**config.mk**
```make
export PLATFORM = sky130hd
export DESIGN_NAME = ahb_response_mux
export DESIGN_NICKNAME = d
export VERILOG_FILES = /design/src/ahb_pkg.sv /design/src/ahb_response_mux.sv
export VERILOG_INCLUDE_DIRS = /design/src /design/src/src
export SDC_FILE = /design/constraint.sdc
export NUM_CORES = 1
export LEC_CHECK = 0
export BUFFER_PORTS_ARGS = -buffer_cell sky130_fd_sc_hd__clkbuf_2
export CAP_MARGIN = 20
export CORE_ASPECT_RATIO = 1.1
export CORE_MARGIN = 2
export CORE_UTILIZATION = 31
export DETAILED_ROUTE_END_ITERATION = 16
export MAX_ROUTING_LAYER = met4
export PLACE_DENSITY = 0.93
export SETUP_SLACK_MARGIN = 0.02
export SYNTH_ARGS = -nofsm -noshare
export SYNTH_HDL_FRONTEND = slang
export SYNTH_SLANG_ARGS = --single-unit
```
**constraint.sdc**
```tcl
create_clock -name vclk -period 1.8
set_clock_uncertainty 0.15 [all_clocks]
set_input_delay 0.36 -clock vclk [all_inputs]
set_output_delay 0.36 -clock vclk [all_outputs]
set_load 0.02 [all_outputs]
```
**src/ahb_defines.svh**
```systemverilog
`ifndef AHB_DEFINES_SVH
`define AHB_DEFINES_SVH

// ------------------------------
// address map
// ------------------------------

// compared against haddr[31:12]
`define AHB_RAM_BASE_MATCH   20'h00000     // 4 KB RAM at 0x0000_0000
`define AHB_GPIO_BASE_MATCH  20'h1F800     // GPIO page at 0x1F80_0000

// ------------------------------
// slave sizing
// ------------------------------

`define AHB_RAM_ADDR_WIDTH   10            // 1024 words

`define AHB_N_SWITCHES       16
`define AHB_N_LEDS           16
`define AHB_HEX_WIDTH        32

// gpio register word index, haddr[11:2]
`define AHB_GPIO_REG_SW      10'd0         // offset 0x0, read only
`define AHB_GPIO_REG_LEDS    10'd1         // offset 0x4
`define AHB_GPIO_REG_HEX     10'd2         // offset 0x8

// hresp encoding
`define AHB_HRESP_OKAY       1'b0
`define AHB_HRESP_ERROR      1'b1

`endif

```
**src/ahb_pkg.sv**
```systemverilog
package ahb_pkg;

    // ------------------------------
    // bus encodings
    // ------------------------------

    typedef enum logic [1:0] {
        trans_idle   = 2'b00,
        trans_busy   = 2'b01,
        trans_nonseq = 2'b10,
        trans_seq    = 2'b11
    } htrans_e;

    // only the sizes a 32 bit bus can carry
    typedef enum logic [2:0] {
        size_byte = 3'b000,
        size_half = 3'b001,
        size_word = 3'b010
    } hsize_e;

    // address phase, 38 bits
    typedef struct packed {
        logic [31:0] haddr;
        htrans_e     htrans;
        logic        hwrite;
        hsize_e      hsize;
    } ahb_req_t;

    // per slave response, 34 bits
    typedef struct packed {
        logic [31:0] hrdata;
        logic        hready;
        logic        hresp;
    } ahb_resp_t;

    // ------------------------------
    // decoder types
    // ------------------------------

    typedef enum logic [1:0] {
        sel_none    = 2'd0,   // idle or busy data phase
        sel_ram     = 2'd1,
        sel_gpio    = 2'd2,
        sel_default = 2'd3    // unmapped, error slave
    } slave_sel_e;

    typedef enum logic [1:0] {
        err_idle   = 2'd0,
        err_first  = 2'd1,    // hready low, hresp error
        err_second = 2'd2     // hready high, hresp error
    } err_state_e;

endpackage

```
**src/ahb_response_mux.sv**
```systemverilog
`timescale 1ns/1ps
`include "ahb_defines.svh"

module ahb_response_mux (
    input  ahb_pkg::slave_sel_e data_owner,
    input  ahb_pkg::ahb_resp_t  ram_resp,
    input  ahb_pkg::ahb_resp_t  gpio_resp,
    input  ahb_pkg::ahb_resp_t  default_resp,
    output logic [31:0]         hrdata,
    output logic                hresp
);

    // the decoder registers the owner, so this stays a plain mux
    always_comb begin
        case (data_owner)
            ahb_pkg::sel_ram: begin
                hrdata = ram_resp.hrdata;
                hresp  = ram_resp.hresp;
            end
            ahb_pkg::sel_gpio: begin
                hrdata = gpio_resp.hrdata;
                hresp  = gpio_resp.hresp;
            end
            ahb_pkg::sel_default: begin
                hrdata = default_resp.hrdata;
                hresp  = default_resp.hresp;
            end
            default: begin                  // no transfer in flight
                hrdata = 32'h0;
                hresp  = `AHB_HRESP_OKAY;
            end
        endcase
    end

endmodule

```
# Word-level counts from Yosys, hierarchy flattened
# Index checks and enable logic that the tools add are counted.
[op_classes]
n_eq_ne = 3
mux = 2
[op_table]
columns = ["operator", "count"]
rows = [
  ["case mux 32 bit (3 select lines)", 1],
  ["== test 2 bit, second input constant", 2],
  ["case mux 1 bit (3 select lines)", 1],
  ["== test 2 x 1 -> 1 bit, second input constant", 1],
]
[word_totals]
output_inout_bits = 33
reg_bits = 0
in_bits = 104
word_cells = 5

# Logic depth before layout (Yosys ltp)
[logic_depth]
depth_word = 2
depth_mapped = 5
depth_no_buf = 2

# Worst setup path before layout
# Ideal clock, no wire load.
[synth_path]
kind = "input to output"
startpoint = "in data_owner[1]"
endpoint = "out hrdata[0]"
path_stages = 4
path_slack_ps = 120
required_ps = 1290
t_arrival_ps = 1170
n_path_buf = 2
path_cell_list = "buf_6 > buf_8 > mux2_4 > a22o_1"
[synth_between]
elab_chain_len = 2
word_cells_on_any_way = 4
classes_between = "eq/ne (3); mux (1)"
[synth_rtl]
columns = ["element", "line", "rtl"]
rows = [
  ["from (decl)", "ahb_response_mux.sv:5", "input ahb_pkg::slave_sel_e data_owner,"],
  ["== test 2 bit / == test 2 x 1 -> 1 bit (equally long branches)", "ahb_response_mux.sv:15", "case (data_owner)"],
  ["case mux 32 bit (3 select lines) (*)", "ahb_response_mux.sv:15", ""],
  ["to (decl)", "ahb_response_mux.sv:9", "output logic [31:0] hrdata,"],
]
# Mark *: on every way between the ends. The rest lies on a longest branch, timed or not.

# Worst setup path after layout
[layout_path]
startpoint = "in data_owner[1]"
endpoint = "out hrdata[1]"
# Same word-level chain as after synthesis.

==> reports/results.env <==
OUTCOME='finished with violations'
FAILED_CHECKS='setup timing'
CRITICAL_PATH_ARRIVAL_PS=1330
IRDROPWORSTVDD_uV=167
SYNTH_FP_NETS=183
TOP_LAYER_USED='met4'
GRT_ANTENNA_BEFORE_REPAIR=0
AREAGROWTHSYNTHTOFINISH_PCT=112
PLACED_CELL_COUNT=242
SYN_INST=79
SYNTH_SEQUENTIAL_AREA_RATIO=0
MULTI_INPUT_AREA_UM2=791
TOTAL_GLOBAL_ROUTING_OVERFLOW=0
WORST_SETUP_PATH_TYPE='in2out'
TOTAL_LEAKAGE_POWER_nW=1.13
DRT_PRE_ANTENNA_ITERS=4
GRT_START_MAX_NET_PINS=23
CELL_COUNT_FINAL_FILLERS_OUT=244
ANTENNA-DIODE-COUNT=0
SEQUENTIALPOWERSHARE=0
GP_CONGESTION=0.692
REPORT.FINAL.SLEW_VIOL_COUNT=0
MAXCAPVIOLATIONS=0
NETLIST.TOP_CELL.BY_AREA='sky130_fd_sc_hd__mux2_4'
SYNTH_AREA_LEADERS='sky130_fd_sc_hd__mux2_4 50%, sky130_fd_sc_hd__a22o_1 32%, sky130_fd_sc_hd__buf_6 6.2%, sky130_fd_sc_hd__buf_8 5.0%, sky130_fd_sc_hd__mux2_2 3.7%'
POWER_DENSITY_RELATIVE_TO_CELL_AREA_nW_PER_UM2=315
GRT_SETUP_UNREPAIRED='true'
CLOCK.FMAX_MHz=544
P_INT_mW=0.369
DIE_WIDTH_UM=55.5
REPORT.FINAL.SETUP_VIOL=7
PLACE_HPWL_UM=2800
NETSWITCHINGFRACTION=0.391
FP.DIEH_UM=60.7
GRT_PASS1_VIAS=1142
REPORT.FINAL.HOLD_VIOL_COUNT=0
SYNTH_AREA_UM2=905
DRIVE_ABOVE_1_SHARE=0.844
DR_WL_MET3_UM=220
POWER_SWITCHING_mW=0.237
FP.COREAREA_UM2=2780
POST-ROUTE-MIN-PERIOD_PS=1840
FIN_NETS=317
VIA_PER_INST=5.02
NUM_IO_PINS=137
SLEW-LIMIT-HEADROOM=0.851
COMBINATIONALPOWERSHARE=1.000
ROWS=20
SEQ_AREA_UM2=0
CRIT_PATH_CELL_TRACE='clkbuf_16, buf_16, mux2_4, a22o_1, clkbuf_8'
HOLD_CLASS='in2out'
ROUTED_WIRE_LENGTH_PER_INSTANCE_UM=15.4
DETAIL_ROUTE.WIRELENGTH.MET1_UM=1180
SYN_AREA_PER_CELL_UM2=11.5
DR_WL_MET2_UM=2240
FIRST_PASS_GRT_WIRE_LENGTH_UM=4930
CLOCKPOWERSHARE=0
GRT_UTIL_ALL_LAYERS=0.184
CRIT_FANOUT=8
SYNTH_CELL_TYPES=8
FILLERS=227
SYNTHDOMINANTCELLAREASHARE=0.498
WORST_SLACK_PS=-39.2
DIE_AREA_UM2=3370
INITIAL_UTILIZATION=0.326
SYNTH_WARNINGS=0
SETUP.WORST_PATH.START_CLASS='input pin'
CTS_HOLD_BUF=0
POST_CTS_BUFFERS=0
DRT_WL_TOTAL_UM=3750
LAYOUT.CLOCK_BUFFERS=0
CRITPATHSLOWESTCELL='sky130_fd_sc_hd__mux2_4'
CPPEAKSTAGEDELAY_PS=290
ANTENNA_LEFT=0
WORST-ENDPOINT-REQUIRED_PS=1290
BUFFERS_ADDED_ON_PORTS=134
MIN_PERIOD_OVER_PERIOD=1.02
N_SEQUENTIAL_CELL=0
POST-ROUTE-UTIL=0.691
WORSTSETUPENDPOINTTYPE='primary output'
DRT_FIRST_ITER_VIOLATIONS=45
VIAS=1224
TIMING_WORST_SLEW_PIN_VALUE_PS=224
ROUTE.DETAILED.DRC=0
[cell families after synthesis]
logic type,share of synthesized area
buf+inv,0.130
mux,0.535
compound gates,0.320
simple gates,0.0152
[cell usage after synthesis]
master and number:
sky130_fd_sc_hd__a22o_1 33, sky130_fd_sc_hd__nor2b_4 1, sky130_fd_sc_hd__mux2_2 3, sky130_fd_sc_hd__mux2_4 30
sky130_fd_sc_hd__buf_2 1, sky130_fd_sc_hd__clkbuf_1 3, sky130_fd_sc_hd__buf_8 3, sky130_fd_sc_hd__buf_6 5
[placed cells by master (no fill, tap or decap), types with 2 or more instances in the layout]
cell type	instances
sky130_fd_sc_hd__a22o_1	33
sky130_fd_sc_hd__buf_12	3
sky130_fd_sc_hd__buf_16	2
sky130_fd_sc_hd__buf_4	4
sky130_fd_sc_hd__buf_6	17
sky130_fd_sc_hd__clkbuf_2	100
sky130_fd_sc_hd__clkbuf_8	15
sky130_fd_sc_hd__mux2_2	2
sky130_fd_sc_hd__mux2_4	31
[through the flow]
step	worst slack [ps]	TNS (ps)	power, mW	hold slack, ps	instance area [um^2]
floorplan	120	0	0.300	787	905
global placement	-112	-2900	0.470	909	1600
detailed placement	-135	-3620	0.483	916	1600
CTS	-14.0	-31.5	0.553	909	1810
global route	-54.7	-648	0.638	903	1920
finish	-39.2	-100	0.606	891	1920
[layer usage]
metal / up-vias / GRT usage
met5: - / -
met4: 0 / 0.0453
met3: 12 / 0.0277
met2: 67 / 0.372
met1: 555 / 0.186
li1: 590 / -
[power groups by stage]
stage	clock (mW)	combinational [mW]	sequential (mW)
2_1_floorplan	0	0.300	0
3_3_place_gp	0	0.470	0
3_5_place_dp	0	0.483	0
4_1_cts	0	0.553	0
5_1_grt	0	0.638	0
6_report	0	0.606	0
[final timing paths]
kind | endpoint | slack (ps) | depth (start not counted) | start
setup / recovery | hrdata[1] | -40 | 5 | data_owner[1]
hold / removal | hrdata[8] | 890 | 3 | gpio_resp[10]
[critical path, delay by kind of cell]
kind                   cells  cell delay [ps]
AOI/OAI and AO/OA          1              210
buffers and inverters      3              470
muxes                      1              290
[area by class of cell]
| class | count | area share |
|---|---|---|
| Multi-Input combinational cell | 67 | 0.412 |
| Tap cell | 33 | 0.0215 |
| Timing Repair Buffer | 144 | 0.567 |
[repair_timing]
item | 4_1_cts | 5_1_grt
cloned | 2 | 0
resized for setup | 36 | 54
setup endpoints to repair | 33 | 32
Power figures use the tool's default switching activity.
