==> src/ahb_defines.svh <==
`ifndef AHB_DEFINES_SVH
`define AHB_DEFINES_SVH

// ------------------------------
// address map
// ------------------------------

// compared against haddr[31:12]
`define AHB_RAM_BASE_MATCH   20'h00000     // 4 KB RAM at 0x0000_0000
`define AHB_GPIO_BASE_MATCH  20'h1F800     // GPIO page at 0x1F80_0000

// ------------------------------
// slave sizing
// ------------------------------

`define AHB_RAM_ADDR_WIDTH   10            // 1024 words

`define AHB_N_SWITCHES       16
`define AHB_N_LEDS           16
`define AHB_HEX_WIDTH        32

// gpio register word index, haddr[11:2]
`define AHB_GPIO_REG_SW      10'd0         // offset 0x0, read only
`define AHB_GPIO_REG_LEDS    10'd1         // offset 0x4
`define AHB_GPIO_REG_HEX     10'd2         // offset 0x8

// hresp encoding
`define AHB_HRESP_OKAY       1'b0
`define AHB_HRESP_ERROR      1'b1

`endif

==> src/ahb_pkg.sv <==
package ahb_pkg;

    // ------------------------------
    // bus encodings
    // ------------------------------

    typedef enum logic [1:0] {
        trans_idle   = 2'b00,
        trans_busy   = 2'b01,
        trans_nonseq = 2'b10,
        trans_seq    = 2'b11
    } htrans_e;

    // only the sizes a 32 bit bus can carry
    typedef enum logic [2:0] {
        size_byte = 3'b000,
        size_half = 3'b001,
        size_word = 3'b010
    } hsize_e;

    // address phase, 38 bits
    typedef struct packed {
        logic [31:0] haddr;
        htrans_e     htrans;
        logic        hwrite;
        hsize_e      hsize;
    } ahb_req_t;

    // per slave response, 34 bits
    typedef struct packed {
        logic [31:0] hrdata;
        logic        hready;
        logic        hresp;
    } ahb_resp_t;

    // ------------------------------
    // decoder types
    // ------------------------------

    typedef enum logic [1:0] {
        sel_none    = 2'd0,   // idle or busy data phase
        sel_ram     = 2'd1,
        sel_gpio    = 2'd2,
        sel_default = 2'd3    // unmapped, error slave
    } slave_sel_e;

    typedef enum logic [1:0] {
        err_idle   = 2'd0,
        err_first  = 2'd1,    // hready low, hresp error
        err_second = 2'd2     // hready high, hresp error
    } err_state_e;

endpackage

==> src/ahb_gpio_slave.sv <==
`timescale 1ns/1ps
`include "ahb_defines.svh"

module ahb_gpio_slave (
    input  logic                        HCLK,
    input  logic                        rst_n,
    input  ahb_pkg::ahb_req_t           req,
    input  logic [31:0]                 hwdata,
    input  logic                        sel,
    input  logic                        hready,
    input  logic [`AHB_N_SWITCHES-1:0]  switches,
    output logic [`AHB_N_LEDS-1:0]      leds,
    output logic [`AHB_HEX_WIDTH-1:0]   hex,
    output ahb_pkg::ahb_resp_t          resp
);

    logic                       accept;
    logic                       wr_pending;
    logic [9:0]                 reg_index;      // data phase word offset
    logic [`AHB_N_SWITCHES-1:0] sw_meta;
    logic [`AHB_N_SWITCHES-1:0] sw_sync;
    logic [`AHB_N_LEDS-1:0]     leds_q;
    logic [`AHB_HEX_WIDTH-1:0]  hex_q;
    logic [31:0]                rd_word;

    assign accept = hready && sel &&
                    ((req.htrans == ahb_pkg::trans_nonseq) ||
                     (req.htrans == ahb_pkg::trans_seq));

    // switches come from the board, two flops
    always_ff @(posedge HCLK or negedge rst_n) begin
        if (!rst_n) begin
            sw_meta <= '0;
            sw_sync <= '0;
        end else begin
            sw_meta <= switches;
            sw_sync <= sw_meta;
        end
    end

    always_ff @(posedge HCLK or negedge rst_n) begin
        if (!rst_n) begin
            wr_pending <= 1'b0;
            reg_index  <= '0;
        end else if (hready) begin
            wr_pending <= accept && req.hwrite;
            if (accept)
                reg_index <= req.haddr[11:2];
        end
    end

    // ------------------------------
    // register file
    // ------------------------------

    always_ff @(posedge HCLK or negedge rst_n) begin
        if (!rst_n) begin
            leds_q <= '0;
            hex_q  <= '0;
        end else if (wr_pending && hready) begin
            case (reg_index)
                `AHB_GPIO_REG_LEDS: leds_q <= hwdata[`AHB_N_LEDS-1:0];
                `AHB_GPIO_REG_HEX:  hex_q  <= hwdata[`AHB_HEX_WIDTH-1:0];
                default:            ;                   // switches are read only
            endcase
        end
    end

    // read mux in the data phase, so a write just before is visible
    always_comb begin
        rd_word = 32'h0;
        case (reg_index)
            `AHB_GPIO_REG_SW:   rd_word[`AHB_N_SWITCHES-1:0] = sw_sync;
            `AHB_GPIO_REG_LEDS: rd_word[`AHB_N_LEDS-1:0]     = leds_q;
            `AHB_GPIO_REG_HEX:  rd_word[`AHB_HEX_WIDTH-1:0]  = hex_q;
            default:            rd_word = 32'h0;
        endcase
    end

    assign leds = leds_q;
    assign hex  = hex_q;

    assign resp.hrdata = rd_word;
    assign resp.hready = 1'b1;
    assign resp.hresp  = `AHB_HRESP_OKAY;

endmodule

==> config.mk <==
export PLATFORM = sky130hd
export DESIGN_NAME = ahb_gpio_slave
export DESIGN_NICKNAME = d
export VERILOG_FILES = /design/src/ahb_pkg.sv /design/src/ahb_gpio_slave.sv
export VERILOG_INCLUDE_DIRS = /design/src /design/src/src
export SDC_FILE = /design/constraint.sdc
export NUM_CORES = 1
export LEC_CHECK = 0
export BUFFER_PORTS_ARGS = -buffer_cell sky130_fd_sc_hd__buf_4
export CORE_AREA = 2 2 95 97
export CTS_CLUSTER_DIAMETER = 120
export DETAILED_ROUTE_END_ITERATION = 12
export DIE_AREA = 0 0 97 99
export PLACE_DENSITY = 0.76
export SLEW_MARGIN = 20
export SYNTH_ARGS = -nofsm -noshare
export SYNTH_HDL_FRONTEND = slang
export SYNTH_SLANG_ARGS = --single-unit
==> constraint.sdc <==
create_clock -name HCLK -period 2.9 [get_ports HCLK]
set_input_delay 0.435 -clock HCLK [delete_from_list [all_inputs] [get_ports HCLK]]
set_output_delay 0.435 -clock HCLK [all_outputs]
set_load 0.01 [all_outputs]
# Word-level counts from Yosys, hierarchy flattened
# Cells that the tools add are included.
[totals]
reg_bits = 91
inputBits = 90
output_inout_bits = 82
[op_classes]
n_eq_ne = 4
n_mux = 2
n_reduce_logical = 9
[op_table]
columns = ["op", "count"]
rows = [
  ["one-hot mux 16 bit (3 select lines)", 1],
  ["2-to-1 mux 16 bit", 1],
  ["equality test 10 x 1 -> 1 bit (second input constant)", 1],
  ["equality test 10 x 2 -> 1 bit (second input constant)", 1],
  ["logical NOT 10 bit", 1],
  ["AND reduction 2 bit", 3],
  ["equality test 2 bit (second input constant)", 2],
  ["logical AND 1 bit", 4],
  ["logical OR 1 bit", 1],
]

# Longest topological paths before layout
# Gate-level depths: netlist of run 1.
[depth]
depth_word = 4
depth_mapped = 6
ltp_nobuf = 3

# Worst setup path before layout of run 1
# Ideal clock, no wire load.
[synth_path]
path_type = "reg2out"
start = "register reg_index[9]"
end = "output port resp[10] (netlist bit)"
t_arrival_ns = 1.753
required_time_ns = 2.465
setup_slack_ns = 0.712
stages_incl_launch_ff = 6
path_buffers = 2
path_cell_list = "dfrtp_1 or4_4 or2_2 clkbuf_1 clkbuf_1 a21oi_1"
[synth_rtl]
columns = ["element", "line_no", "rtl"]
rows = [
  ["start: declaration", "ahb_gpio_slave.sv:19", "logic [9:0] reg_index;"],
  ["start signal: assignment", "ahb_gpio_slave.sv:48", "reg_index <= req.haddr[11:2];"],
  ["end: declaration", "ahb_gpio_slave.sv:14", "output ahb_pkg::ahb_resp_t resp"],
]

==> metrics.yaml, run 1 <==
status: "complete, no violations"
drtIter0Drc: 71
cts_sinks: 91
vias: 2497
drc_errors: 0
endpoint_kind: "primary output"
track_usage_pct: 17.59
seq_area_frac_synth_pct: 59.93
clock.fmax_ghz: 0.3898
path_max_fanout: 16
timing.final.crit_share_pct: 88.47
syn-mean-instance-area_um2: 14.50
dp_cells: 503
clk_pin_slew_worst_paths_ns: 0.08
leakage_nw: 2.732
cts_resized: 0
syn_area_um2: 3800
finalHoldViolations: 0
fin_crit_ns: 2.566
worst-setup-path-type: "reg -> out"
critPathRequiredTime_ns: 2.47
core-area_um2: 8551
clock_latency_ns: 0.36
die_area_um2: 9603
syn_nets: 352
pwr-share-seq_pct: 53.6
finalMaxSlewViolations: 0
rsz0062_at_grt: "no"
power_density_nw_per_um2: 495.5
ctsHtreeMaxLevel: 3
post-cts-setup-buffers: 0
ant_nets: 0
grt_pass1_wl_um: 13270
slew_headroom_pct: 58.55
row_count: 34
maxCapViolCount: 0
antenna_found_initial: 0
drt-pass1-iter-count: 4
num-nets-final: 496
finalSetupViolCount: 0
ys_ff_latch: 91
r2r_slack_ns: 0.48
area_growth_pct: 35.82
hold_path.class: "in -> async"
r2r_cells: 4
power.switching_uw: 619.6
routabilityCongestion: 0.7399
root_buffer: "clkbuf_8"
hpwl_um: 5946
diodes: 0
cts_tree: "built"
port_buffers: 143
fin_tns_setup_ns: 0
grt_max_degree: 52
hold_buffers: 0
grt_overflow: 0
p_comb_share_pct: 12.4
fillers: 707
ir_drop_uv: 276.2
cts_inserted_buffers: 9
yosysWarnings: 0
clkPwrFrac_pct: 33.9
worstSetupStartpointType: "flip-flop"
avgRoutedWirePerCell_um: 15.98
vias_per_cell: 4.811
grt_pass1_vias: 2618
fin_skew_ns: 0.01667
synth_cell_types: 25
worst_pin_slew_ns: 0.6217
drive_above_1_share_pct: 59.12
p_int_mw: 1.938
syn_inst: 262
initial_core_util_pct: 44.44
fp.dieW_um: 97
clock_path_buffers: 2
die_y_um: 99
worstPathArrival_ns: 2.13
wirelength_um: 8292
swShare_pct: 24.23
final_cells: 519
io_pins: 172
metal layers:
| layer | GRT usage [%] | up-vias | wire (µm) |
|---|---|---|---|
| met1 | 23.28 | 1242 | 3644 |
| li1 | - | 1165 | - |
| met3 | 4.681 | 7 | 476 |
| met5 | 0 | - | 0 |
| met4 | 5.742 | 0 | 77 |
| met2 | 28.47 | 83 | 4094 |
cell families (layout without fill, tap and decap cells):
family	count (synthesis)	count (layout)	share of synthesized area [%]
other	2	2	0.1976
AO/OA/AOI/OAI	17	17	2.371
multiplexers	74	74	25.35
flip-flops	91	91	59.93
buffers and inverters	20	169	3.457
AND/OR/NAND/NOR	58	58	8.693
Yosys cell counts:
cell type,count,area [µm²]
buf_2,2,10.01
nand2_1,16,60.06
mux2_2,18,202.7
nand2b_1,2,12.51
or2_2,16,100.1
nand3_1,1,5.000
nor2b_1,1,6.260
inv_1,2,7.510
and2_1,16,100.1
buf_1,1,3.750
buf_4,2,15.01
buf_6,4,45.04
a2bb2oi_1,1,8.760
nor2_1,1,3.750
buf_12,1,20.02
clkbuf_1,8,30.03
mux2_4,40,600.6
nor3_1,1,5.000
or4_1,2,15.01
mux2i_1,16,160.2
conb_1,2,7.510
or4_4,2,22.52
dfrtp_1,91,2277
a21oi_1,15,75.07
o22ai_1,1,6.260
area by class of cell:
| class | count | area, µm² | area share (%) |
|---|---|---|---|
| Clock inverter | 5 | 61.31 | 1.188 |
| Inverter | 2 | 7.507 | 0.1455 |
| Sequential cell | 91 | 2277 | 44.12 |
| Multi-Input combinational cell | 151 | 1393 | 26.98 |
| Timing Repair Buffer | 151 | 1146 | 22.21 |
| Tap cell | 108 | 135.1 | 2.618 |
| Clock buffer | 11 | 141.4 | 2.739 |
critical path, stage by stage (launching register included):
cell and delay, ns:
dfrtp_1 0.38, or4_4 0.55, or2_2 0.49, a21oi_1 0.21, buf_4 0.15
state kept, by name, indices dropped and copies added (netlist names):
signal      cells
leds           16
sw_sync        16
hex            32
wr_pending      1
reg_index      10
sw_meta        16
cell usage in the layout (no fill, tap or decap), types with 3 or more instances in the layout:
cell type   Yosys  routed
and2_1         16      16
clkbuf_8        0      10
mux2_4         40      40
dfrtp_1        91      91
mux2i_1        16      16
or2_2          16      16
clkinvlp_4      0       3
mux2_2         18      18
a21oi_1        15      15
nand2_1        16      16
buf_4           2     150
power groups by stage:
stage                     sequential [mW]  clock [mW]  combinational (mW)
after floorplan                      1.39           0               0.160
after global placement               1.39           0               0.314
after detailed placement             1.40           0               0.322
after CTS                            1.37       0.893               0.322
after global routing                 1.38       0.953               0.348
final                                1.37       0.867               0.318
final timing paths:
kind                                          start                    end
min                                           rst_n    hex[26]$_DFFE_PN0P_
min in group HCLK                       switches[5]   sw_meta[5]$_DFF_PN0_
max                        reg_index[9]$_DFFE_PN0P_               resp[14]
min reg2reg                   sw_meta[15]$_DFF_PN0_  sw_sync[15]$_DFF_PN0_
max reg2reg                reg_index[9]$_DFFE_PN0P_    hex[23]$_DFFE_PN0P_
max in group asynchronous                     rst_n    hex[31]$_DFFE_PN0P_
through the flow:
stage | setup WS, ns | hold WS [ns] | cell area [µm²] | power (mW) | util [%]
finish | 0.3345 | 0.06730 | 5161 | 2.557 | 60.36
global route | 0.2175 | 0.09011 | 5161 | 2.682 | 60.36
CTS | 0.2981 | 0.07370 | 5161 | 2.588 | 60.36
detailed placement | 0.4936 | 0.3358 | 4959 | 1.719 | 57.99
global placement | 0.5021 | 0.3320 | 4959 | 1.709 | 57.99
floorplan | 0.7120 | 0.1394 | 3800 | 1.547 | -
(Power assumes the default switching activity.)
==> run 2, diff against run 1 <==
Settings changed: CTS_CLUSTER_SIZE set to 40, MAX_ROUTING_LAYER set to met4.
==> metrics.yaml, run 2 (same netlist as run 1, synthesis figures left out) <==
path_max_fanout: 16
drt-pass1-iter-count: 4
met1_usage_pct: 23.70
avgRoutedWirePerCell_um: 16.01
placed_cell_area_um2: 4959
ant_nets: 0
final_area_um2: 5161
row_count: 34
finalMaxSlewViolations: 0
final_cells: 519
critPathLaunch: "reg_index[9]$_DFFE_PN0P_"
finalHoldViolations: 0
clock.fmax_ghz: 0.3890
ctsHtreeMaxLevel: 3
r2r_cells: 4
hold_buffers: 0
grt_pass1_vias: 2613
layout_commonest_cell: "buf_4"
dp_cells: 503
clock_path_buffers: 2
r2r_slack_ns: 0.49
die_y_um: 99
fp.dieW_um: 97
clk_pin_slew_worst_paths_ns: 0.08
top_usage_layer: "met2"
endpoint_kind: "primary output"
slew_headroom_pct: 58.70
io_pins: 172
worstPathArrival_ns: 2.14
vias: 2494
worstSetupStartpointType: "flip-flop"
p_comb_share_pct: 12.4
most-common-layout-cells: "150 x buf_4, 91 x dfrtp_1, 40 x mux2_4"
port_buffers: 143
vias_per_cell: 4.805
leakage_nw: 2.732
use_met2_pct: 28.42
post-cts-setup-buffers: 0
area_growth_pct: 35.82
cts_resized: 0
fin_crit_ns: 2.571
final_util_pct: 60.36
rsz0062_at_grt: "no"
drive_above_1_share_pct: 59.12
met3_usage_pct: 4.043
grt_overflow: 0
setup_ws_ns: 0.3290
fin_skew_ns: 0.01635
p_int_mw: 1.937
cts_inserted_buffers: 9
diodes: 0
power_density_nw_per_um2: 496.2
finalSetupViolCount: 0
clkPwrFrac_pct: 34.0
cts_sinks: 91
cts_tree: "built"
timing.final.crit_share_pct: 88.65
r2r_start: "reg_index[9]$_DFFE_PN0P_"
pre_cts_slack_ns: 0.4936
die_area_um2: 9603
ir_drop_uv: 277.4
num-nets-final: 496
timing.rr.end: "hex[23]$_DFFE_PN0P_"
largest_reg_flops: 32
power.switching_uw: 623.4
drtIter0Drc: 75
hpwl_um: 5946
endpoint: "resp[14]"
critPathRequiredTime_ns: 2.47
fin_tns_setup_ns: 0
core-area_um2: 8551
wirelength_um: 8308
antenna_found_initial: 0
track_usage_pct: 18.11
grt_pass1_wl_um: 13250
clock_latency_ns: 0.36
swShare_pct: 24.34
root_buffer: "clkbuf_8"
maxCapViolCount: 0
routabilityCongestion: 0.7490
hold_path.class: "in -> async"
worst_pin_slew_ns: 0.6195
initial_core_util_pct: 44.44
drc_errors: 0
grt_max_degree: 52
status: "complete, no violations"
worst-setup-path-type: "reg -> out"
pwr-share-seq_pct: 53.6
==> run 2: worst min path at each step <==
stage                     startpoint                    end  slack, ns  cells past startpoint
6_report                       rst_n    hex[26]$_DFFE_PN0P_       0.06                      1
2_1_floorplan                  rst_n     hex[0]$_DFFE_PN0P_       0.14                      0
4_1_cts                        rst_n  sw_meta[13]$_DFF_PN0_       0.07                      1
3_3_place_gp   sw_meta[13]$_DFF_PN0_  sw_sync[13]$_DFF_PN0_       0.33                      0
5_1_grt                        rst_n     hex[6]$_DFFE_PN0P_       0.09                      1
3_5_place_dp   sw_meta[12]$_DFF_PN0_  sw_sync[12]$_DFF_PN0_       0.34                      0
==> run 2: through the flow <==
step                      power (mW)  hold WS (ns)
after global routing           2.682       0.08998
after floorplan                1.547        0.1394
after CTS                      2.588       0.07370
final                          2.561       0.06156
after detailed placement       1.719        0.3358
after global placement         1.709        0.3320
==> run 2: final cells by class <==
class,instances,area (µm²)
timing repair buffer,151,1146
clock buffer,11,141.4
multi-input combinational,151,1393
sequential,91,2277
tap,108,135.1
clock inverter,5,61.31
inverter,2,7.507
fill,707,3390
==> run 2: power groups by stage <==
stage                     logic (mW)  registers [mW]  clock network, mW
after CTS                      0.322            1.37              0.893
after global routing           0.348            1.38              0.953
final                          0.318            1.37              0.871
after global placement         0.314            1.39                  0
after detailed placement       0.322            1.40                  0
after floorplan                0.160            1.39                  0
==> run 2: worst max-delay path: stages (launching register included) <==
cell and delay [ns]:
dfrtp_1 0.38, or4_4 0.55, or2_2 0.49, a21oi_1 0.21, buf_4 0.15
==> run 2: per-layer routing <==
layer,share of wire (%),routed length (µm)
met1,44,3686
met2,49,4076
met4,1.2,96
met5,0,0
met3,5.4,449
