### src/ahb_defines.svh
`ifndef AHB_DEFINES_SVH
`define AHB_DEFINES_SVH

// ------------------------------
// address map
// ------------------------------

// compared against haddr[31:12]
`define AHB_RAM_BASE_MATCH   20'h00000     // 4 KB RAM at 0x0000_0000
`define AHB_GPIO_BASE_MATCH  20'h1F800     // GPIO page at 0x1F80_0000

// ------------------------------
// slave sizing
// ------------------------------

`define AHB_RAM_ADDR_WIDTH   10            // 1024 words

`define AHB_N_SWITCHES       16
`define AHB_N_LEDS           16
`define AHB_HEX_WIDTH        32

// gpio register word index, haddr[11:2]
`define AHB_GPIO_REG_SW      10'd0         // offset 0x0, read only
`define AHB_GPIO_REG_LEDS    10'd1         // offset 0x4
`define AHB_GPIO_REG_HEX     10'd2         // offset 0x8

// hresp encoding
`define AHB_HRESP_OKAY       1'b0
`define AHB_HRESP_ERROR      1'b1

`endif

### src/ahb_pkg.sv
package ahb_pkg;

    // ------------------------------
    // bus encodings
    // ------------------------------

    typedef enum logic [1:0] {
        trans_idle   = 2'b00,
        trans_busy   = 2'b01,
        trans_nonseq = 2'b10,
        trans_seq    = 2'b11
    } htrans_e;

    // only the sizes a 32 bit bus can carry
    typedef enum logic [2:0] {
        size_byte = 3'b000,
        size_half = 3'b001,
        size_word = 3'b010
    } hsize_e;

    // address phase, 38 bits
    typedef struct packed {
        logic [31:0] haddr;
        htrans_e     htrans;
        logic        hwrite;
        hsize_e      hsize;
    } ahb_req_t;

    // per slave response, 34 bits
    typedef struct packed {
        logic [31:0] hrdata;
        logic        hready;
        logic        hresp;
    } ahb_resp_t;

    // ------------------------------
    // decoder types
    // ------------------------------

    typedef enum logic [1:0] {
        sel_none    = 2'd0,   // idle or busy data phase
        sel_ram     = 2'd1,
        sel_gpio    = 2'd2,
        sel_default = 2'd3    // unmapped, error slave
    } slave_sel_e;

    typedef enum logic [1:0] {
        err_idle   = 2'd0,
        err_first  = 2'd1,    // hready low, hresp error
        err_second = 2'd2     // hready high, hresp error
    } err_state_e;

endpackage

### src/ahb_decoder.sv
`timescale 1ns/1ps
`include "ahb_defines.svh"

module ahb_decoder (
    input  logic                HCLK,
    input  logic                rst_n,
    input  ahb_pkg::ahb_req_t   req,
    input  logic                hready,
    output logic                sel_ram,
    output logic                sel_gpio,
    output ahb_pkg::slave_sel_e data_owner,
    output ahb_pkg::ahb_resp_t  default_resp
);

    logic                active;
    logic                unmapped;
    ahb_pkg::slave_sel_e owner_next;
    ahb_pkg::err_state_e err_state;
    ahb_pkg::err_state_e err_next;

    assign active = (req.htrans == ahb_pkg::trans_nonseq) ||
                    (req.htrans == ahb_pkg::trans_seq);

    // address phase selects
    assign sel_ram  = (req.haddr[31:12] == `AHB_RAM_BASE_MATCH);
    assign sel_gpio = (req.haddr[31:12] == `AHB_GPIO_BASE_MATCH);
    assign unmapped = active && !sel_ram && !sel_gpio;

    always_comb begin
        if (!active)
            owner_next = ahb_pkg::sel_none;
        else if (sel_ram)
            owner_next = ahb_pkg::sel_ram;
        else if (sel_gpio)
            owner_next = ahb_pkg::sel_gpio;
        else
            owner_next = ahb_pkg::sel_default;
    end

    // owner of the data phase, held while stalled
    always_ff @(posedge HCLK or negedge rst_n) begin
        if (!rst_n)
            data_owner <= ahb_pkg::sel_none;
        else if (hready)
            data_owner <= owner_next;
    end

    // ------------------------------
    // default slave, two cycle error
    // ------------------------------

    always_comb begin
        err_next = err_state;
        case (err_state)
            ahb_pkg::err_idle:   if (hready && unmapped) err_next = ahb_pkg::err_first;
            ahb_pkg::err_first:  err_next = ahb_pkg::err_second;
            ahb_pkg::err_second: err_next = (hready && unmapped) ? ahb_pkg::err_first
                                                                 : ahb_pkg::err_idle;
            default:             err_next = ahb_pkg::err_idle;
        endcase
    end

    always_ff @(posedge HCLK or negedge rst_n) begin
        if (!rst_n)
            err_state <= ahb_pkg::err_idle;
        else
            err_state <= err_next;
    end

    assign default_resp.hrdata = 32'h0;
    assign default_resp.hready = (err_state != ahb_pkg::err_first);   // stall once
    assign default_resp.hresp  = (err_state == ahb_pkg::err_idle) ? `AHB_HRESP_OKAY
                                                                  : `AHB_HRESP_ERROR;

endmodule

### config.mk
export PLATFORM = sky130hd
export DESIGN_NAME = ahb_decoder
export DESIGN_NICKNAME = d
export VERILOG_FILES = /design/src/ahb_pkg.sv /design/src/ahb_decoder.sv
export VERILOG_INCLUDE_DIRS = /design/src /design/src/src
export SDC_FILE = /design/constraint.sdc
export NUM_CORES = 1
export LEC_CHECK = 0
export BUFFER_PORTS_ARGS = -buffer_cell sky130_fd_sc_hd__buf_2
export CAP_MARGIN = 5
export CORE_ASPECT_RATIO = 1.1
export CORE_MARGIN = 2
export CORE_UTILIZATION = 26
export CTS_CLUSTER_DIAMETER = 50
export DETAILED_ROUTE_END_ITERATION = 7
export PLACE_DENSITY = 0.86
export RECOVER_POWER = 100
export SLEW_MARGIN = 20
export SYNTH_ARGS = -nofsm -noshare
export SYNTH_HDL_FRONTEND = slang
export SYNTH_SLANG_ARGS = --single-unit
export TNS_END_PERCENT = 50
### constraint.sdc
create_clock -name HCLK -period 0.8 [get_ports HCLK]
set_input_delay 0.16 -clock HCLK [delete_from_list [all_inputs] [get_ports HCLK]]
set_output_delay 0.16 -clock HCLK [all_outputs]
set_load 0.01 [all_outputs]
==> Yosys cells after proc, flatten, opt, wreduce, memory -nomap -nowiden <==
Index checks and enable logic that the tools add are counted.
{ "totals": {"elab_cells": 24, "reg_bits": 4, "input_bits": 41, "out_inout_bits": 38} }
{ "op_classes": {"eq_ne": 7, "mux": 7, "n_reduce_logical": 8} }
{ "ops": {"columns": ["op", "n"], "rows": [
  ["20-bit by 17-bit equality test with 1-bit output, second input constant", 1],
  ["20-bit zero test", 1],
  ["2-bit equality test, second input constant", 3],
  ["2-bit 2-to-1 mux", 3],
  ["2-bit one-hot mux with 3 select lines", 1],
  ["1-bit logical AND", 3],
  ["1-bit 2-to-1 mux", 3],
  ["2-bit by 1-bit equality test with 1-bit output, second input constant", 1],
  ["1-bit zero test", 2],
  ["2-bit zero test", 1],
  ["2-bit by 1-bit != test with 1-bit output, second input constant", 1],
  ["2-bit != test, second input constant", 1],
  ["1-bit logical OR", 1]
]} }

==> Depth between registers and ports, before layout <==
Gate-level depths: netlist of run 1.
{ "logic_depth": {"ltp_word": 7, "ltp_mapped": 4} }

==> Worst setup path after synthesis of run 1 <==
No wires, ideal clock.
{ "synth_path": {"path_kind": "input to output", "start": "input req[22] (netlist bit)", "end": "output sel_gpio", "t_arrival_ns": 0.781, "setup_slack_ns": -0.141, "required_ns": 0.640, "path_stages": 3, "path_buffers": 0, "path_cell_list": "nor4_4 nand4_2 nor2_1"} }
{ "synth_via": {"elab_chain_len": 1} }
{ "synth_lines": {"columns": ["element", "line_no", "rtl"], "rows": [
  ["start, declared", "ahb_decoder.sv:7", "input ahb_pkg::ahb_req_t req,"],
  ["20-bit by 17-bit equality test with 1-bit output (no source line)", null, null],
  ["end, declared", "ahb_decoder.sv:10", "output logic sel_gpio,"]
]} }
Every way passes these cells.

==> Worst setup path in the final report of run 1 <==
{ "layout_path": {"start": "input req[18] (netlist bit)", "end": "output sel_gpio"} }
Same word-level chain as after synthesis.

==> results of run 1 <==
synth_stat cells (all sizes together):
| master | number | area [µm²] |
|---|---|---|
| or2 | 1 | 6.260 |
| nand2 | 3 | 11.26 |
| conb | 1 | 3.750 |
| nor3 | 3 | 15.01 |
| and4 | 1 | 8.760 |
| nand4 | 1 | 12.51 |
| nor4 | 4 | 70.07 |
| inv | 1 | 3.750 |
| nand2b | 2 | 12.51 |
| a21oi | 3 | 15.01 |
| buf | 32 | 240.2 |
| dfrtp | 4 | 100.1 |
| nand3 | 2 | 15.01 |
| nor2b | 1 | 6.260 |
| nor2 | 4 | 15.01 |
worst register-to-register path: stages, from the launching register on:
cell and delay (ps):
dfrtp_1 390, buf_4 140, nor3_1 160
power groups by stage:
stage	clock network, mW	registers, mW	logic [mW]
2_1_floorplan	0	0.232	0.222
3_3_place_gp	0	0.229	0.222
3_5_place_dp	0	0.229	0.226
4_1_cts	0.266	0.227	0.258
5_1_grt	0.293	0.229	0.310
6_report	0.258	0.227	0.279
worst paths after layout:
kind,slack (ps),startpoint,endpoint,cells past startpoint
worst max-delay path,-370,req[18],sel_gpio,5
worst min-delay path,220,req[5],err_state[0],3
worst max register to register,40,err_state[0],err_state[0],2
worst min register to register,440,err_state[1],err_state[1],1
max in group asynchronous,330,rst_n,err_state[1],2
min in group asynchronous,290,rst_n,data_owner[0],2
sequential cells by signal (all words and copies together), names as in the netlist:
register	cells
data_owner	2
err_state	2
timing repair:
item | CTS | global route
cloned | 0 | 0
setup buffers | 2 | 4
pin swaps | 6 | 6
endpoints found under the hold margin | 4 | 0
resized for setup | 9 | 5
endpoints found under the setup margin | 9 | 9
hold buffers | 1 | 0
through the flow:
step	cell area [µm²]	util [%]	setup WS, ps
global route	779.5	39.41	-422.3
CTS	718.2	36.31	-353.6
floorplan	656.9	-	-112.9
detailed placement	626.9	31.69	-364.0
finish	779.5	39.41	-372.0
global placement	626.9	31.69	-363.8
final cells by class:
class | instances | area share (%)
multi-input combinational | 57 | 44.30
timing repair buffer | 40 | 34.99
sequential | 4 | 12.84
tap | 28 | 4.494
clock buffer | 3 | 2.889
inverter | 1 | 0.4815
cells by family (layout without fill, tap and decap cells):
kind of cell | Yosys count | after routing | synth area share (%)
buf+inv | 33 | 44 | 45.56
simple gates | 22 | 22 | 32.24
other cells | 1 | 32 | 0.7003
compound gates | 3 | 3 | 2.803
flops | 4 | 4 | 18.69
routing by layer:
metal	vias to the layer above	share of wire, %
li1	227	-
met1	204	38
met2	38	46
met3	0	16
met4	0	0
met5	-	0
==> results by group, run 1 <==
Floorplanning
  • Die H: 51.60 µm
  • Count of boundary I/O pins: 79
  • Die width: 47.27 µm
  • Initial Util: 27.07%
  • Total core area: 1978 µm²
  • # rows: 17
  • Die ar.: 2439 µm²

Pwr
  • Switch Pwr: 0.2531 mW
  • Leakage power: 0.4008 nW
  • VDD IR max: 0.4959 mV
  • Comb power frac: 36.5%
  • PD cells: 980.5 nW/µm²
  • Switching Share: 33.12%
  • Reg power frac: 29.7%
  • Overall power: 0.7643 mW
  • Pint: 0.5112 mW
  • Clock power frac: 33.8%

Routing
  • Total iterations of the first detailed-routing run: 2
  • DRT Wirelength: 1116 µm
  • Vias per std cell: 3.526
  • Final routed DRC violation total: 0
  • WL/cell: 8.391 µm
  • Detail Route Antenna Nets: 0
  • Initial DRC count: 3
  • Routed via count: 469

Clock network
  • Bufs on Longest Clock Path: 2
  • Clk root buf: clkbuf_4
  • CTS Buf Count: 3
  • Clock tree from TritonCTS: yes
  • Clock sink count: 4
  • Reg clk slew, reported paths: 40 ps
  • H-tree Lvls: 1
  • Worst-Skew Late Latency: 240 ps

STA
  • Fin crit share: 146.5%
  • Final setup margin: -372.0 ps
  • Sum Neg Setup Slack: -2045 ps
  • Worst hold margin: 222.1 ps
  • Final Hold Viols: 0
  • Top achievable clock speed: 0.8532 GHz
  • Clock skew: 1.252 ps
  • Final Max Slew Viols: 0
  • Fin crit period: 1172 ps
  • Final setup viols: 9
  • RSZ-0062 raised after global routing: yes

Worst setup path
  • CP max stage cell: nor4_4
  • CP Max Fanout: 3
  • Family with the most delay on the worst path: simple AND/OR/NAND/NOR gates
  • Nature of the critical path endpoint: primary output
  • Worst Path Buf+Inv: 2
  • Critical-path cell list: buf_6, nor4_4, nand4_2, nor2_2, buf_2
  • WP data arrival: 1010 ps
  • Worst Path Class, Setup: in2out
  • Crit-path max cell delay: 310 ps
  • Crit path launch type: input port
  • Critical Path RT: 640 ps

Finish
  • Most common cell after layout, fill and taps aside: conb_1
  • Fin nets: 148
  • P&R area growth vs syn: 45.56%
  • Register area: 100.1 µm²
  • Share of layout cells above drive strength 1: 51.43%
  • Most frequent cells in the layout: conb_1, buf_2, buf_4, buf_6
  • ANT cells: 0
  • Area of the multi-input gates: 345.3 µm²
  • Final Non-Filler Cells: 133
  • Fillers: 203

Yosys
  • Post-synthesis sequential area ratio: 18.69%
  • Distinct cells, synth: 17
  • Post-Syn Area per Cell: 8.500 µm²
  • Register bit total from synthesis: 4
  • Mapped cell area: 535.5 µm²
  • Synthesis Warnings: 0
  • Syn Inst Count: 63

Place
  • Placed instance count: 123
  • Gp weighted congestion: 0.7439
  • Port Buf Inserts: 29
  • DP HPWL: 864.1 µm

Global route
  • Routing usage on met3: 6.250%
  • Largest net degree at the start of global routing: 5
  • Global-route met1 utilization: 12.26%
  • Initial antenna violation count: 0
  • Vias in the first global route: 408
  • Total GRT Usage: 9.753%
  • GR peak layer: met2
  • First-pass GRT wire length: 1662 µm
  • GRT overflow: 0
  • GRT met2 Usage: 14.19%

Status
  • Status: complete, but fails checks
  • Failing checks: setup timing

Min path
  • Hold Path Class: in2reg

Run
  • Maximum Capacitance Violations: 0
No activity file was read; power rests on OpenSTA's default activity.
==> run 2: changes to the inputs <==
- PLACE_DENSITY: 0.86 -> unset
- PLACE_DENSITY_LB_ADDON: unset -> 0.3
==> results by group, run 2 (synthesis results as in run 1) <==
Status
  • Status: complete, but fails checks
  • Failing checks: setup timing

Floorplanning
  • Die H: 51.60 µm
  • Initial Util: 27.07%
  • Total core area: 1978 µm²
  • Count of boundary I/O pins: 79
  • Die ar.: 2439 µm²
  • # rows: 17
  • Die width: 47.27 µm

Min path
  • Hold Path Class: in2reg
  • HP Start: req[5]

Clock network
  • Worst-Skew Late Latency: 230 ps
  • H-tree Lvls: 1
  • Clock sink count: 4
  • Reg clk slew, reported paths: 40 ps
  • Bufs on Longest Clock Path: 2
  • CTS Buf Count: 3
  • Clk root buf: clkbuf_4
  • Clock tree from TritonCTS: yes

Global route
  • GRT overflow: 0
  • Initial antenna violation count: 0
  • First-pass GRT wire length: 1455 µm
  • Vias in the first global route: 390
  • Total GRT Usage: 8.173%
  • Largest net degree at the start of global routing: 5

STA
  • Final setup margin: -347.5 ps
  • Fin crit period: 1148 ps
  • Final Hold Viols: 0
  • Top achievable clock speed: 0.8714 GHz
  • Clock skew: 0.02903 ps
  • RSZ-0062 raised after global routing: yes
  • Fin crit share: 143.4%
  • Sum Neg Setup Slack: -1862 ps
  • Final setup viols: 9
  • Final Max Slew Viols: 0

Place
  • Pre-CTS setup slack: -356.4 ps
  • Area after DPL: 626.9 µm²
  • DP HPWL: 842.4 µm
  • Gp weighted congestion: 0.6265
  • Port Buf Inserts: 29

Routing
  • Final routed DRC violation total: 0
  • Routed via count: 449
  • Initial DRC count: 4
  • DRT Wirelength: 1004 µm
  • Detail Route Antenna Nets: 0
  • WL/cell: 7.723 µm
  • Vias per std cell: 3.454
  • Total iterations of the first detailed-routing run: 4

Pwr
  • Overall power: 0.7422 mW
  • VDD IR max: 0.2952 mV
  • PD cells: 991.9 nW/µm²
  • Leakage power: 0.3891 nW

Finish
  • Fin nets: 145
  • Biggest regs: data_owner (2), err_state (2)
  • Most frequent cells in the layout: conb_1, buf_2, buf_6, buf_4, dfrtp_1
  • Final Cell Area: 748.2 µm²
  • Final core occ: 37.82%
  • ANT cells: 0
  • P&R area growth vs syn: 39.72%
  • Most common cell after layout, fill and taps aside: conb_1
  • Share of layout cells above drive strength 1: 49.02%

Worst setup path
  • Crit path launch type: input port
  • WP data arrival: 990 ps
  • Critical Path RT: 640 ps
  • R2R Path Start: err_state[0]
  • CP startpoint: req[35]
  • Worst Path Class, Setup: in2out
  • CP Max Fanout: 3
  • Nature of the critical path endpoint: primary output

Run
  • Maximum Capacitance Violations: 0
run 2: changes by cell type in the layout (fill, tap and decap cells not counted), sizes merged:
| cell | delta |
|---|---|
| buf | -3 |
run 2: report_power, final:
group | switching, mW | total, mW | internal (mW)
registers | 0.00859 | 0.227 | 0.218
logic | 0.147 | 0.269 | 0.122
clock network | 0.0792 | 0.247 | 0.168
run 2: layout make-up:
type,instances,area (µm²)
Clock buffer,3,22.52
Inverter,1,3.754
Tap cell,28,35.03
Timing Repair Buffer,37,256.5
Fill cell,212,1230
Sequential cell,4,100.1
Multi-Input combinational cell,57,330.3
run 2: through the flow:
step	std cells	hold WS (ps)
after global placement	123	-32.27
after CTS	129	202.8
after detailed placement	123	-28.71
final	130	209.5
after floorplan	94	-135.6
after global routing	130	219.0
run 2: final timing paths:
kind	endpoint	slack, ps	cells past startpoint
max in group asynchronous	err_state[0]	320	2
min in group asynchronous	data_owner[1]	300	2
worst max register to register	err_state[0]	30	2
worst min register to register	err_state[1]	460	1
worst min-delay path	err_state[0]	210	3
worst max-delay path	sel_gpio	-350	5
run 2: what timing repair did:
action,CTS,global route
hold buffers,1,0
gates resized for setup,10,5
setup buffers,2,1
hold endpoints to repair,4,0
setup endpoints to repair,9,9
pin swaps,3,3
run 2: worst max-delay path, cell delays in order:
cell and delay [ps]:
buf_6 100, nor4_4 310, nand4_2 180, nor2_2 110
buf_2 130
run 2: routing by layer:
layer,track usage (%),routed length [µm]
met5,0,0
met4,4.167,0
met3,2.431,154
met2,13.06,476
met1,9.514,373
==> run 3: changes to the inputs <==
- SKIP_LAST_GASP: unset -> 1
- TNS_END_PERCENT: 50 -> 30
==> results by group, run 3 (synthesis results as in run 1) <==
Clock network
  • H-tree Lvls: 1
  • Worst-Skew Late Latency: 240 ps
  • Clock sink count: 4
  • Bufs on Longest Clock Path: 2
  • Clk root buf: clkbuf_4
  • Reg clk slew, reported paths: 40 ps
  • CTS Buf Count: 3
  • Clock tree from TritonCTS: yes

Floorplanning
  • Die H: 51.60 µm
  • Total core area: 1978 µm²
  • Die ar.: 2439 µm²
  • Count of boundary I/O pins: 79
  • # rows: 17
  • Die width: 47.27 µm
  • Initial Util: 27.07%

Routing
  • Total iterations of the first detailed-routing run: 2
  • Routed via count: 444
  • DRT Wirelength: 990 µm
  • Final routed DRC violation total: 0
  • Vias per std cell: 3.496
  • Initial DRC count: 1
  • WL/cell: 7.795 µm
  • Detail Route Antenna Nets: 0

Finish
  • Fillers: 229
  • Fin nets: 142
  • Register area: 100.1 µm²
  • Most common cell after layout, fill and taps aside: conb_1
  • ANT cells: 0
  • Area of the multi-input gates: 315.3 µm²
  • Most frequent cells in the layout: conb_1, buf_2, dfrtp_1, buf_6, buf_4
  • Final Cell Area: 685.7 µm²
  • Share of layout cells above drive strength 1: 43.43%
  • Biggest regs: data_owner (2), err_state (2)
  • Final Non-Filler Cells: 127
  • P&R area growth vs syn: 28.04%

Global route
  • First-pass GRT wire length: 1393 µm
  • Initial antenna violation count: 0
  • Vias in the first global route: 368
  • GRT overflow: 0
  • Total GRT Usage: 8.236%
  • Largest net degree at the start of global routing: 5

Worst setup path
  • CP Max Fanout: 2
  • Crit-path max cell delay: 380 ps
  • Critical Path RT: 640 ps
  • WP data arrival: 980 ps
  • CP max stage cell: dfrtp_1
  • Nature of the critical path endpoint: primary output
  • Crit path launch type: register
  • Worst Path Class, Setup: reg2out
  • Critical-path cell list: or2_4, buf_6
  • Reg2Reg Depth: 2

Status
  • Failing checks: setup timing
  • Status: complete, but fails checks

STA
  • Sum Neg Setup Slack: -1740 ps
  • RSZ-0062 raised after global routing: yes
  • Fin crit share: 143.1%
  • Final setup viols: 9
  • Final Max Slew Viols: 0
  • Final Hold Viols: 0
  • Final setup margin: -344.7 ps
  • Top achievable clock speed: 0.8736 GHz
  • Clock skew: 0.01463 ps
  • Fin crit period: 1145 ps

Place
  • Port Buf Inserts: 29
  • Gp weighted congestion: 0.6029
  • Area after DPL: 619.3 µm²
  • DP HPWL: 872 µm
  • Placed instance count: 122

Min path
  • Hold depth: 3
  • Hold Path Class: in2reg

Pwr
  • PD cells: 1064 nW/µm²
  • Leakage power: 0.3624 nW
  • Overall power: 0.7297 mW
  • VDD IR max: 0.2973 mV

Run
  • Maximum Capacitance Violations: 0
## run 3: cell types whose count changed in the layout (fill, tap and decap cells not counted)
cell,previous run,this run
buf_6,8,4
buf_2,20,24
nor3_2,2,0
inv_1,0,1
nor3_1,1,3
buf_4,7,4
inv_2,1,0
nand3_1,0,1
nand3_2,2,1
## run 3: worst paths after layout
| check | slack, ps | end | start |
|---|---|---|---|
| setup / recovery | -340 | default_resp[0] | err_state[1] |
| hold reg to reg | 450 | err_state[1] | err_state[1] |
| hold / removal | 200 | err_state[0] | req[5] |
| setup reg to reg | 30 | err_state[0] | err_state[0] |
| min in group asynchronous | 290 | err_state[0] | rst_n |
| max in group asynchronous | 320 | data_owner[0] | rst_n |
## run 3: final cells by class
cell class	instances	share of cell area, %
clock buffer	3	3.285
inverter	1	0.5474
multi-input combinational	57	45.99
sequential	4	14.60
tap	28	5.109
timing repair buffer	34	30.47
## run 3: routing by layer
metal	vias up	part of all wire [%]	track usage, %
li1	218	-	-
met1	196	34	8.439
met2	30	56	13.29
met3	0	10	2.083
met4	0	0	6.944
met5	-	0	0
## run 3: what timing repair did
action / CTS / global route
endpoints found under the hold margin: 4 / 0
setup endpoints to repair: 9 / 9
hold buffers: 1 / 0
setup buffers: 0 / 1
gates resized for setup: 5 / 0
pin swaps: 1 / 1
## run 3: report_power, final
group	switching, mW	total [mW]	internal (mW)
registers	0.00841	0.226	0.218
logic	0.142	0.246	0.103
clock network	0.0893	0.258	0.168
total	0.240	0.730	0.490
## run 3: through the flow
stage | utilization (%) | hold slack (ps) | setup slack, ps
after floorplan | - | -135.6 | -114.2
after CTS | 34.35 | 201.2 | -355.0
after global placement | 31.31 | -34.39 | -346.1
final | 34.66 | 202.0 | -344.7
after detailed placement | 31.31 | -27.87 | -372.7
after global routing | 34.66 | 210.6 | -386.3
## run 3: worst max-delay path: cells and delay by family (launching register included)
family / cells / cell delay [ps]
buffers and inverters: 1 / 120
DFF: 1 / 380
and+or+nand+nor: 1 / 250
